--- src/common/dense_pkg.sv ---
package dense_pkg;

   // block geometry
   localparam int BLOCK_LEN     = 32;
   localparam int WORD_BYTES    = 4;
   localparam int BLOCK_WORDS   = 8;

   // job limits and memory layout
   localparam int WEIGHT_STRIDE = 1024;
   localparam int MAX_INPUT     = 1024;

   // last address to last output write, through buffer and accumulator
   localparam int DRAIN_CYCLES  = 3;

   typedef logic [31:0]        addr_t;
   typedef logic [31:0]        word_t;
   typedef logic [31:0]        count_t;
   typedef logic signed [7:0]  operand_t;
   typedef logic signed [15:0] product_t;
   typedef logic signed [31:0] acc_t;
   typedef logic [2:0]         lane_idx_t;
   typedef logic [2:0]         byte_cnt_t;

   typedef enum logic [1:0] {
      FETCH_IDLE,
      FETCH_STREAM,
      FETCH_DRAIN,
      FETCH_DONE
   } fetch_state_t;

endpackage
--- src/hw/operand_buffer.sv ---
`timescale 1ns/1ns

module operand_buffer (
   input  logic                 nnclk,
   input  logic                 nnreset_n,
   input  logic                 word_valid,
   input  dense_pkg::lane_idx_t word_index,
   input  dense_pkg::byte_cnt_t byte_count,
   input  logic                 block_end,
   input  logic                 node_end,
   input  dense_pkg::word_t     data_dout,
   input  dense_pkg::word_t     weight_dout,
   output dense_pkg::operand_t  data_lanes [dense_pkg::BLOCK_LEN],
   output dense_pkg::operand_t  weight_lanes [dense_pkg::BLOCK_LEN],
   output logic                 block_valid,
   output logic                 node_last
);
   import dense_pkg::*;

   // msb first, bytes past the input end are forced to zero
   always_ff @(posedge nnclk) begin
      if (word_valid) begin
         for (int b = 0; b < WORD_BYTES; b++) begin
            if (b < byte_count) begin
               data_lanes[word_index * WORD_BYTES + b]   <= data_dout[8 * (3 - b) +: 8];
               weight_lanes[word_index * WORD_BYTES + b] <= weight_dout[8 * (3 - b) +: 8];
            end else begin
               data_lanes[word_index * WORD_BYTES + b]   <= '0;
               weight_lanes[word_index * WORD_BYTES + b] <= '0;
            end
         end
      end
   end

   // lanes hold for this one cycle, the next word lands at its end
   always_ff @(posedge nnclk or negedge nnreset_n) begin
      if (!nnreset_n) begin
         block_valid <= 1'b0;
         node_last   <= 1'b0;
      end else begin
         block_valid <= word_valid && block_end;
         node_last   <= word_valid && block_end && node_end;
      end
   end

endmodule

--- config.mk ---
export PLATFORM = sky130hd
export DESIGN_NAME = operand_buffer
export DESIGN_NICKNAME = d
export VERILOG_FILES = /design/src/common/dense_pkg.sv /design/src/hw/operand_buffer.sv
export SDC_FILE = /design/constraint.sdc
export NUM_CORES = 1
export LEC_CHECK = 0
export ABC_AREA = 1
export BUFFER_PORTS_ARGS = -buffer_cell sky130_fd_sc_hd__buf_2
export CAP_MARGIN = 25
export CORE_AREA = 4 4 226 228
export CTS_CLUSTER_SIZE = 14
export DETAILED_ROUTE_END_ITERATION = 12
export DIE_AREA = 0 0 230 232
export GPL_ROUTABILITY_DRIVEN = 0
export GPL_TIMING_DRIVEN = 1
export PLACE_DENSITY = 0.74
export SYNTH_ARGS = -nofsm -noshare
export SYNTH_HDL_FRONTEND = slang
export SYNTH_SLANG_ARGS = --single-unit
--- constraint.sdc ---
create_clock -name nnclk -period 2 [get_ports nnclk]
set_clock_uncertainty 0.05 [all_clocks]
set_input_delay 0.2 -clock nnclk [delete_from_list [all_inputs] [get_ports nnclk]]
set_output_delay 0.2 -clock nnclk [all_outputs]
set_load 0.005 [all_outputs]
==> out/qor.csv <==
metric,value,unit
multiplexer area fraction after synthesis,0,%
leakage power summed over all cells,13.4,nW
final std cells w/o fill,3631,
Post-Syn Instances,2359,
Post-Route Hold Slack,0.0121,ns
TritonCTS clock tree,yes,
total nets after synthesis,2434,
share of synthesized flip-flops with an asynchronous set or reset,0.389,%
Hold/Removal Path Class,input pin to flip-flop,
Cell Count Post-Placement,3504,
area fraction of the dominant cell type after synthesis,64.8,%
number of hold-slack violations in the final timing report,0,
clock input transition at the sequential cells of the worst setup and hold paths,0.06,ns
share of total power in sequential cells,49.1,%
number of detailed-routing iterations run before antenna repair,6,
"slowest stage cell, crit path",edfxtp_1,
max capacitance violation total,0,
residual DRC count,0,
total routing usage reported by global routing,33.0,%
clock network fraction of total power,39.4,%
crit-path max cell delay,0.53,ns
slew at the pin with the worst max-slew slack,1.05,ns
GRT overflow,0,
iteration-0 DRC count of the detailed router,3270,
most common cell in the netlist,nand3_1,
count of antenna-violating nets left after detailed routing,0,
count of pins over their slew limit,0,
syn avg cell area,10.1,um^2
worst vdd rail ir drop,0.839,mV
most common library cells after synthesis,"nand3_1, nand2_1, edfxtp_1, buf_2, clkbuf_1",
simple-gate share of the synthesized area,28.2,%
net switching power figure,6.61,mW
xor/xnor share of the synthesized area,0,%
post-synthesis cell type with the largest combined area,edfxtp_1,
critical path data required time,1.75,ns
die height,232,um
Routed WL per cell,25.3,um
proportion of total power due to net switching,25.3,%
post-synthesis cell type count,15,
max-slew headroom at the worst pin,29.8,%
count of state elements after synthesis,514,
count of vias placed by the detailed router,22212,
number of clock buffers inserted by TritonCTS,54,
"Cell Chain, Critical Path",buf_2,
ports placed on the boundary,589,
Row Count,81,
"Top FF cell, synth",edfxtp_1,
pin count of the biggest net entering global routing,129,
Finished Cell Area,30100,um^2
synthesized-area fraction occupied by adder cells,0,%
first-pass GRT wire length,135000,um
drt total wl,92000,um
number of flops mapped to enable cells by yosys,512,
ratio of total power to cell area,867,nW/um^2
clock network latency to the later pin of the worst-skew pair,0.59,ns
final critical-path required period,1.58,ns
share of cells above drive strength 1,28.4,%
Area after DPL,28000,um^2
startpoint type of the worst setup path,flip-flop,
dominant combinational cell family by area after synthesis,simple AND/OR/NAND/NOR gates,
standard cell core area,48800,um^2
RSZ-0062 raised after global routing,no,
worst-path fanout max,2,
sink count of the clock tree,514,
number of buffer and inverter stages on the critical path,1,
overall die area,53400,um^2
Layout Area Growth over Synthesis,26.9,%
data arrival time of the critical path,1.33,ns
share of the yosys chip area belonging to registers,65.0,%
number of antenna violations at the first check in global routing,5,
Comb pwr share,11.5,%
nets,3000,
cell area after synthesis,23700,um^2
Port-buffer cells,588,
part of the cycle the worst path needs,79.1,%
path type of the worst setup path,flip-flop to output port,
H-tree levels,2,
final setup violation count,0,
outcome,finished clean,
Die X-Extent,230,um
number of resized instances in the post-cts repair step,0,
share of the synthesized area in compound gates (AO/OA/AOI/OAI),2.17,%
Clock Tree Root,clkbuf_16,
effective utilization at floorplan,48.6,%
cell types with the largest area share after synthesis,"edfxtp_1, nand3_1, nand2_1",
Post-DP HPWL,62800,um
family of cells with the greatest summed delay on the critical path,flip-flops,
upper clock frequency limit,632,MHz
Syn. warnings,0,
nature of the critical path endpoint,output port,
via count of the first global-routing pass,21191,
number of buffers on the longest clock path,3,
Pint,19.5,mW
vias per cell,6.12,
registers in the layout, summed over array words and instances, names as in the netlist:
register	count
weight_lanes	256
data_lanes	256
block_valid	1
node_last	1
kinds of logic (layout without fill, tap and decap cells):
kind of cell	after synthesis	in the layout
other	0	2
DFF	514	514
buffers and inverters	254	860
and+or+nand+nor	1488	1488
AOI/OAI and AO/OA	103	103
layer usage:
layer	share of wire (%)	GRT usage (%)	vias up
met5	0.042	0	-
met4	5.9	16.4	6
met3	13	9.57	318
met2	47	52.8	1790
met1	35	41.3	10574
li1	-	-	9524
through the flow:
step / setup TNS, ns / total power [mW] / setup WS [ns] / utilization, %
2_1_floorplan: -14.76 / 14.3 / -0.237 / -
3_3_place_gp: -3.25 / 15.8 / -0.0893 / 57.4
3_5_place_dp: -10.79 / 15.9 / -0.210 / 57.4
4_1_cts: 0 / 26.1 / 0.392 / 61.6
5_1_grt: 0 / 26.9 / 0.398 / 61.6
6_report: 0 / 26.1 / 0.418 / 61.6
worst register-to-register path, cell delays in order, from the launching register on:
cell and delay (ns):
edfxtp_1 0.53, nand3_1 0.15, nand2_1 0.05
layout make-up:
type / instances / area, um^2
Fill cell: 4012 / 18700
Clock buffer: 65 / 1410
Clock inverter: 31 / 349
Multi-Input combinational cell: 1591 / 7490
Inverter: 27 / 104
Antenna cell: 2 / 5.00
Timing Repair Buffer: 737 / 4480
Tap cell: 664 / 831
Sequential cell: 514 / 15400
repair_timing:
item / 4_1_cts / 5_1_grt
endpoints found under the setup margin: 0 / 0
endpoints found under the hold margin: 99 / 0
buffers inserted: 0 / 0
hold buffers: 28 / 0
cells in the final DEF (no fill, tap or decap):
master,count
buf_2,587
bufinv_16,8
nand2_1,573
nand2_4,4
a21oi_4,2
inv_1,20
nor2_4,10
buf_12,28
nor2_2,5
inv_4,1
clkbuf_1,10
inv_2,6
clkbuf_16,55
clkinvlp_4,3
diode_2,2
buf_4,94
dfrtp_1,2
a21oi_2,27
dlygate4sd3_1,28
edfxtp_1,512
o21ai_0,10
a21oi_1,64
nand3_1,854
clkinv_2,5
nor2_1,36
clkinv_1,14
inv_6,1
nand3_4,6
final timing paths:
kind,startpoint,end,slack [ns],cells past startpoint
worst max-delay path,data_lanes[220],data_lanes[220],0.42,1
worst min-delay path,weight_dout[0],weight_lanes[160],0.01,3
worst max register to register,data_lanes[220],data_lanes[220],0.97,2
worst min register to register,data_lanes[248],data_lanes[248],0.52,2
max in group asynchronous,nnreset_n,node_last,1.30,3
min in group asynchronous,nnreset_n,block_valid,0.47,3
power groups by stage:
| stage | clock [mW] | combinational, mW | sequential (mW) |
|---|---|---|---|
| 2_1_floorplan | 0 | 1.30 | 13.0 |
| 3_5_place_dp | 0 | 2.91 | 13.0 |
| 6_report | 10.3 | 3.01 | 12.8 |
| 4_1_cts | 10.3 | 2.96 | 12.8 |
| 3_3_place_gp | 0 | 2.83 | 13.0 |
| 5_1_grt | 10.8 | 3.20 | 12.9 |
No activity file was read; power rests on OpenSTA's default activity.
