`src/common/dense_pkg.sv`:
```
package dense_pkg;

   // block geometry
   localparam int BLOCK_LEN     = 32;
   localparam int WORD_BYTES    = 4;
   localparam int BLOCK_WORDS   = 8;

   // job limits and memory layout
   localparam int WEIGHT_STRIDE = 1024;
   localparam int MAX_INPUT     = 1024;

   // last address to last output write, through buffer and accumulator
   localparam int DRAIN_CYCLES  = 3;

   typedef logic [31:0]        addr_t;
   typedef logic [31:0]        word_t;
   typedef logic [31:0]        count_t;
   typedef logic signed [7:0]  operand_t;
   typedef logic signed [15:0] product_t;
   typedef logic signed [31:0] acc_t;
   typedef logic [2:0]         lane_idx_t;
   typedef logic [2:0]         byte_cnt_t;

   typedef enum logic [1:0] {
      FETCH_IDLE,
      FETCH_STREAM,
      FETCH_DRAIN,
      FETCH_DONE
   } fetch_state_t;

endpackage
```
`src/hw/operand_fetch.sv`:
```
`timescale 1ns/1ns

module operand_fetch (
   input  logic                  nnclk,
   input  logic                  nnreset_n,
   input  logic                  nnstart,
   output logic                  nnend,
   input  dense_pkg::count_t     num_of_input,
   input  dense_pkg::count_t     num_of_output,
   output dense_pkg::addr_t      data_addr,
   output dense_pkg::addr_t      weight_addr,
   output logic                  job_start,
   output logic                  word_valid,
   output dense_pkg::lane_idx_t  word_index,
   output dense_pkg::byte_cnt_t  byte_count,
   output logic                  block_end,
   output logic                  node_end
);
   import dense_pkg::*;

   fetch_state_t state;
   count_t       in_len;
   count_t       out_cnt;
   count_t       node_idx;
   count_t       blk_base;
   addr_t        row_base;
   lane_idx_t    word_idx;
   logic [1:0]   drain_cnt;

   count_t       word_off;
   count_t       remain;
   byte_cnt_t    cur_bytes;
   logic         last_word;
   logic         last_block;
   logic         last_node;

   // bytes of the current word that fall inside the input length
   always_comb begin
      word_off = blk_base + count_t'(word_idx) * WORD_BYTES;
      remain   = in_len - word_off;
      if (word_off >= in_len) begin
         cur_bytes = '0;
      end else if (remain >= count_t'(WORD_BYTES)) begin
         cur_bytes = byte_cnt_t'(WORD_BYTES);
      end else begin
         cur_bytes = remain[2:0];
      end
   end

   assign last_word  = (word_idx == lane_idx_t'(BLOCK_WORDS - 1));
   assign last_block = ((blk_base + BLOCK_LEN) >= in_len);
   assign last_node  = (node_idx == out_cnt - 1);

   always_ff @(posedge nnclk or negedge nnreset_n) begin
      if (!nnreset_n) begin
         state       <= FETCH_IDLE;
         in_len      <= '0;
         out_cnt     <= '0;
         node_idx    <= '0;
         blk_base    <= '0;
         row_base    <= '0;
         word_idx    <= '0;
         drain_cnt   <= '0;
         data_addr   <= '0;
         weight_addr <= '0;
         nnend       <= 1'b0;
      end else begin
         case (state)
            FETCH_IDLE: begin
               if (nnstart) begin
                  in_len      <= (num_of_input > count_t'(MAX_INPUT)) ?
                                 count_t'(MAX_INPUT) : num_of_input;
                  out_cnt     <= num_of_output;
                  node_idx    <= '0;
                  blk_base    <= '0;
                  row_base    <= '0;
                  word_idx    <= '0;
                  data_addr   <= '0;
                  weight_addr <= '0;
                  state       <= FETCH_STREAM;
               end
            end
            FETCH_STREAM: begin
               word_idx <= word_idx + 1'b1;
               if (!last_word || !last_block) begin
                  data_addr   <= data_addr + WORD_BYTES;
                  weight_addr <= weight_addr + WORD_BYTES;
                  if (last_word) begin
                     blk_base <= blk_base + BLOCK_LEN;
                  end
               end else begin
                  // node boundary, rewind data and jump to the next weight row
                  blk_base  <= '0;
                  data_addr <= '0;
                  if (last_node) begin
                     drain_cnt <= '0;
                     state     <= FETCH_DRAIN;
                  end else begin
                     node_idx    <= node_idx + 1;
                     row_base    <= row_base + WEIGHT_STRIDE;
                     weight_addr <= row_base + WEIGHT_STRIDE;
                  end
               end
            end
            FETCH_DRAIN: begin
               drain_cnt <= drain_cnt + 1'b1;
               if (drain_cnt == 2'(DRAIN_CYCLES - 1)) begin
                  nnend <= 1'b1;
                  state <= FETCH_DONE;
               end
            end
            FETCH_DONE: begin
               if (!nnstart) begin
                  nnend <= 1'b0;
                  state <= FETCH_IDLE;
               end
            end
            default: state <= FETCH_IDLE;
         endcase
      end
   end

   // tags follow the address by one cycle, in step with the memory read
   always_ff @(posedge nnclk or negedge nnreset_n) begin
      if (!nnreset_n) begin
         job_start  <= 1'b0;
         word_valid <= 1'b0;
         block_end  <= 1'b0;
         node_end   <= 1'b0;
      end else begin
         job_start  <= (state == FETCH_IDLE) && nnstart;
         word_valid <= (state == FETCH_STREAM);
         block_end  <= (state == FETCH_STREAM) && last_word;
         node_end   <= (state == FETCH_STREAM) && last_word && last_block;
      end
   end

   always_ff @(posedge nnclk) begin
      word_index <= word_idx;
      byte_count <= cur_bytes;
   end

endmodule

```
`config.mk`:
```
export PLATFORM = sky130hd
export DESIGN_NAME = operand_fetch
export DESIGN_NICKNAME = d
export VERILOG_FILES = /design/src/common/dense_pkg.sv /design/src/hw/operand_fetch.sv
export SDC_FILE = /design/constraint.sdc
export NUM_CORES = 1
export LEC_CHECK = 0
export BUFFER_PORTS_ARGS = -buffer_cell sky130_fd_sc_hd__clkbuf_2
export CAP_MARGIN = 20
export CORE_UTILIZATION = 60
export CTS_CLUSTER_SIZE = 30
export DETAILED_ROUTE_END_ITERATION = 8
export HOLD_SLACK_MARGIN = 0.05
export PLACE_DENSITY = 0.81
export SYNTH_ARGS = -nofsm -noshare
export SYNTH_HDL_FRONTEND = slang
export SYNTH_SLANG_ARGS = --single-unit
```
`constraint.sdc`:
```
create_clock -name nnclk -period 9.99 [get_ports nnclk]
set_clock_uncertainty 0.2 [all_clocks]
set_input_delay 1.998 -clock nnclk [delete_from_list [all_inputs] [get_ports nnclk]]
set_output_delay 1.998 -clock nnclk [all_outputs]
set_load 0.01 [all_outputs]
```
==> flow_summary.json, run 1 <==
{
  "hold_viol_final": 0,
  "synthArstFlopShare": 0.973,
  "firstDrtPassIters": 5,
  "fin_crit_ns": 5.93,
  "tritoncts": "yes",
  "endpoint_kind": "flip-flop",
  "grt_overflow": 0,
  "cts_setup_buffers": 0,
  "port-buffer-count": 139,
  "die_w_um": 161,
  "ys.flop_type": "dfrtp_1",
  "avgRoutedWirePerCell_um": 18.6,
  "synth_edf_count": 0,
  "cts_resized": 0,
  "grt_pass1_vias": 13900,
  "p_comb_frac": 0.019,
  "power_leakage_nw": 7.69,
  "antenna_cells": 0,
  "p_int_mw": 1.43,
  "fmax_ghz": 0.169,
  "p_sw_frac": 0.220,
  "cp-start-kind": "flip-flop",
  "clock_path_buffers": 3,
  "ff_latch_area_sq_mm": 0.00558,
  "pwr-share-seq": 0.494,
  "grt_pass1_wl_mm": 68.5,
  "finalSetupViolations": 0,
  "pwr-share-clk": 0.488,
  "grt_start_max_net_pins": 138,
  "drtIter0Drc": 1768,
  "num_vias": 14400,
  "drive_above_1_share": 0.135,
  "start_util": 0.618,
  "met2_usage": 0.534,
  "finalMaxSlewViolations": 0,
  "holdBufCountCts": 0,
  "p_total_mw": 1.84,
  "critPathRequiredTime_ns": 10.23,
  "cts-root-buf": "clkbuf_16",
  "vias_per_cell": 6.44,
  "die-area_sq_mm": 0.0259,
  "dp_slack_ns": 4.13,
  "die_h_um": 161,
  "drv_cap": 0,
  "final.setup.tns_ns": 0,
  "antenna_found_initial": 0,
  "hpwl_mm": 29.8,
  "yosys_warnings": 0,
  "status": "completed",
  "whs_ns": 0.230,
  "hp-class": "reg -> reg",
  "period_share": 0.594,
  "worst_pin_slew_ns": 1.08,
  "drc": 0,
  "grt_util_met1": 0.430,
  "syn_inst": 1795,
  "grtUsageMet3": 0.0324,
  "instances_no_fill": 2241,
  "critPathKind": "reg -> reg",
  "p_switching_uw": 405,
  "grt.busiest_layer": "met2",
  "ant_nets": 0,
  "setup_ws_ns": 4.06,
  "synth-seq-cells": 224,
  "cp.arrival_ns": 6.17,
  "cts_buffers": 26,
  "synth_cell_type_count": 84,
  "synth_top_area_cell": "dfrtp_1",
  "synth_area_leaders": "dfrtp_1 (36%), ha_1 (6.0%), nand2_1 (5.6%), xnor2_1 (4.2%), o21ai_0 (4.0%)",
  "fin_nets": 2037,
  "h-tree-depth": 1,
  "synth_area_sq_mm": 0.0152,
  "dp_cells": 2191,
  "seq_area_frac_synth": 0.368,
  "clk_latency_ns": 0.54,
  "rsz0062_at_grt": "false",
  "clk_pin_slew_ns": 0.06,
  "fill_cells": 1997,
  "worst-path-max-fanout": 25,
  "routed_wirelength_mm": 41.7,
  "core_sq_mm": 0.0245,
  "synthMostInstantiatedCell": "nand2_1",
  "yosys.area.top_type_share": 0.360,
  "grtUsageTotal": 0.321,
  "avgSynthCellArea_sq_um": 8.45,
  "cts_sinks": 224,
  "synthTopCellsByCount": "nand2_1 (225), dfrtp_1 (218), nor2_1 (136)",
  "powerDensity_mw_per_mm2": 109,
  "multi_input_area_sq_mm": 0.00891,
  "gp_congestion": 0.908,
  "rows": 57,
  "areaGrowthSynthToFinish_pct": 11.4,
  "vdd_drop_max_uv": 128,
  "io_pins": 142,
  "relSlewSlack": 0.280
}
-- cells by family (layout without fill, tap and decap cells) --
group,Yosys count,after routing,share of synthesized area
compound gates,423,423,0.179
xor+xnor,112,112,0.0647
fa+ha+maj,73,73,0.0602
buf+inv,180,300,0.0482
flops,224,224,0.368
mux,52,52,0.0373
other cells,2,4,0.000495
simple gates,729,729,0.242
-- cells in the final DEF (no fill, tap or decap), types with 36 or more instances in the layout --
cell type  netlist  layout
inv_1           94      93
nand2_1        225     225
a21oi_1         94      93
ha_1            73      72
xor2_1          39      39
o21ai_0        122     121
clkbuf_2         0     138
nand3_1         86      86
dfrtp_1        218     218
xnor2_1         73      73
nor2_1         136     135
mux2_2          36      36
nor3_1          44      44
nor4_1          38      38
nand4_1         44      44
-- through the flow --
stage	area, sq um	util
global placement	16100	0.655
detailed placement	16100	0.655
finish	16900	0.689
global route	16900	0.689
CTS	16900	0.687
floorplan	15200	-
-- path summary, 6_finish.rpt --
path,slack [ns],startpoint,to,cells after the start
max,4.06,blk_base[5]$_DFFE_PN0P_,data_addr[10]$_DFFE_PN0P_,16
min reg2reg,0.23,word_idx[2]$_DFFE_PN0P_,word_index[2]$_DFF_P_,0
max in group asynchronous,6.96,nnreset_n,in_len[27]$_DFFE_PN0P_,3
min in group asynchronous,1.40,nnreset_n,out_cnt[1]$_DFFE_PN0P_,1
min,0.23,word_idx[2]$_DFFE_PN0P_,word_index[2]$_DFF_P_,0
max reg2reg,4.06,blk_base[5]$_DFFE_PN0P_,data_addr[10]$_DFFE_PN0P_,16
-- per-layer routing --
| layer | part of all wire | vias up |
|---|---|---|
| met2 | 0.47 | 652 |
| met1 | 0.42 | 6939 |
| met3 | 0.066 | 120 |
| li1 | - | 6726 |
| met4 | 0.039 | 0 |
| met5 | 0 | - |
-- power groups by stage --
stage	clock (mW)	combinational (mW)	sequential [mW]
2_1_floorplan	0	0.00210	0.924
3_3_place_gp	0	0.0335	0.924
3_5_place_dp	0	0.0341	0.924
4_1_cts	0.902	0.0342	0.907
5_1_grt	0.941	0.0396	0.907
6_report	0.896	0.0344	0.907
-- worst max-delay path, stage by stage, from the launching register on --
cell,delay (ns)
dfrtp_1,0.45
ha_1,0.27
and3_1,0.23
and3_1,0.22
nand3_1,0.24
nor3_1,0.57
nand3_1,0.25
xnor2_1,0.19
ha_1,0.29
and4_1,0.22
a221oi_1,0.33
nand2_1,0.15
o211ai_1,0.43
inv_1,0.21
nand3_1,0.79
nand3_1,0.44
o31ai_1,0.33
-- layout make-up --
type | instances | share of cell area
multi-input cells | 1393 | 0.527
flip-flops and latches | 224 | 0.330
repair buffers | 158 | 0.0515
clock buffers | 44 | 0.0449
well taps | 324 | 0.0240
inverters | 94 | 0.0209
clock inverters | 4 | 0.00185
-- registers in the layout, indices dropped and copies added, names as in the netlist --
signal,cells
data_addr,30
state,2
word_index,3
in_len,32
node_idx,32
blk_base,27
drain_cnt,2
node_end,1
nnend,1
weight_addr,31
block_end,1
word_idx,3
out_cnt,32
job_start,1
word_valid,1
row_base,22
byte_count,3
Power figures use the tool's default switching activity.
==> run 2: changes to the inputs <==
CORE_UTILIZATION = 55   (was 60)
PLACE_DENSITY = 0.78   (was 0.81)
clock period = 5.4 ns   (was 9.99 ns; I/O delays follow)
==> run 2 against run 1 <==
  * Global-route usage decreased by 2.2 points
  * Total power increased by 100%
  * Cell count is 1.3% higher
  * Sequential power is 85% higher
  * Maximum frequency rose by 19%
  * Worst setup slack got worse by 3.6 ns
  * Utilization is 5.3 points lower
  * Critical path depth is 1 higher
  * Flip-flop and latch count did not move
  * Die area up 9.0%
==> flow_summary.json, run 2 (same netlist as run 1, synthesis figures left out) <==
{
  "num_vias": 14400,
  "port-buffer-count": 139,
  "avgRoutedWirePerCell_um": 18.6,
  "reg_top3": "in_len x32, node_idx x32, out_cnt x32",
  "die_h_um": 168,
  "fmax_ghz": 0.200,
  "firstDrtPassIters": 6,
  "powerDensity_mw_per_mm2": 215,
  "ant_nets": 0,
  "cts-root-buf": "clkbuf_16",
  "critPathKind": "reg -> reg",
  "dp_cells": 2220,
  "final_common_cell": "nand2_1",
  "clock_path_buffers": 3,
  "cpPeakStageDelay_ns": 0.54,
  "rows": 60,
  "fill_cells": 2317,
  "period_share": 0.924,
  "antenna_found_initial": 0,
  "cp-start-kind": "flip-flop",
  "start_util": 0.561,
  "cts_buffers": 27,
  "finalMaxSlewViolations": 0,
  "areaGrowthSynthToFinish_pct": 13.2,
  "grt_overflow": 0,
  "power_leakage_nw": 7.84,
  "status": "completed",
  "instances_no_fill": 2270,
  "die-area_sq_mm": 0.0283,
  "dp_slack_ns": 0.252,
  "utilization": 0.636,
  "grtUsageTotal": 0.299,
  "io_pins": 142,
  "fin_area_sq_mm": 0.0172,
  "finalSetupViolations": 0,
  "die_w_um": 168,
  "gp_congestion": 0.977,
  "fin_nets": 2049,
  "routed_wirelength_mm": 42.1,
  "hp-class": "reg -> reg",
  "clk_pin_slew_ns": 0.06,
  "tritoncts": "yes",
  "relSlewSlack": 0.392,
  "cp.arrival_ns": 5.15,
  "grt_start_max_net_pins": 103,
  "hpwl_mm": 30.7,
  "worst_pin_slew_ns": 0.903,
  "crit_chain": "ha_1 > and3_1 > and3_1 > nand3_1 > buf_4 > nor3_1 > xnor2_1 > ha_1 > a21oi_1 > o21ai_0 > a2111oi_0 > a211oi_2 > o211ai_1 > buf_4 > o21ai_0 > a31oi_1 > a2111oi_1",
  "layout_common_cells": "nand2_1 (225), dfrtp_1 (218), clkbuf_2 (138)",
  "final.setup.tns_ns": 0,
  "setup_ws_ns": 0.412,
  "drive_above_1_share": 0.149,
  "fin_crit_ns": 4.99,
  "cts_sinks": 224,
  "drc": 0,
  "drtIter0Drc": 1284,
  "clk_latency_ns": 0.54,
  "cpMaxStageDelayCell": "o211ai_1",
  "drv_cap": 0,
  "vdd_drop_max_uv": 239,
  "grt_pass1_wl_mm": 69.2,
  "hold_viol_final": 0,
  "endpoint_kind": "flip-flop",
  "h-tree-depth": 1,
  "critPathRequiredTime_ns": 5.57,
  "holdBufCountCts": 0,
  "antenna_cells": 0,
  "dpl-instance-area_sq_mm": 0.0162,
  "vias_per_cell": 6.32,
  "grt_pass1_vias": 13800,
  "worst-path-max-fanout": 25,
  "core_sq_mm": 0.0270
}
-- run 2: metrics by stage --
step | hold slack [ns] | power (mW)
floorplan | 0.171 | 1.71
CTS | 0.200 | 3.71
global placement | 0.192 | 1.77
finish | 0.198 | 3.69
detailed placement | 0.187 | 1.77
global route | 0.223 | 3.79
-- run 2: worst max-delay path, delay by kind of cell, from the launching register on --
family          cells  cell delay (ns)
fa+ha+maj           2             0.56
flops               1             0.44
simple gates        4             0.83
xor+xnor            1             0.18
compound gates      8             2.01
buf+inv             2             0.59
-- run 2: power breakdown --
| group | switching, mW | internal, mW |
|---|---|---|
| combinational | 0.0420 | 0.0202 |
| sequential | 0 | 1.68 |
| clock | 0.731 | 1.22 |
| total | 0.773 | 2.92 |
-- run 2: cell type report --
cell class	instances	area [sq um]	share of cell area
tap	341	427	0.0248
clock buffer	34	752	0.0438
clock inverter	15	203	0.0118
timing repair buffer	169	941	0.0548
inverter	94	353	0.0205
multi-input combinational	1393	8930	0.520
sequential	224	5580	0.325
-- run 2: timing repair --
item                       in CTS  in global routing
gates resized for setup         0                  5
buffers inserted                0                  0
setup endpoints to repair       0                 31
-- run 2: worst paths after layout --
kind                                          from                          end  slack (ns)  cells after the start
max                        blk_base[5]$_DFFE_PN0P_  weight_addr[28]$_DFFE_PN0P_        0.41                     17
min                        word_idx[1]$_DFFE_PN0P_        word_index[1]$_DFF_P_        0.20                      0
max reg2reg                blk_base[5]$_DFFE_PN0P_  weight_addr[28]$_DFFE_PN0P_        0.41                     17
min reg2reg                word_idx[1]$_DFFE_PN0P_        word_index[1]$_DFF_P_        0.20                      0
max in group asynchronous                nnreset_n    data_addr[20]$_DFFE_PN0P_        3.48                      2
min in group asynchronous                nnreset_n       out_cnt[3]$_DFFE_PN0P_        0.40                      1
-- run 2: layer usage --
layer,vias up,GRT usage,share of wire
met5,-,0,0
met4,0,0.0881,0.027
met3,84,0.0313,0.066
met2,591,0.507,0.48
met1,6934,0.405,0.43
li1,6746,-,-
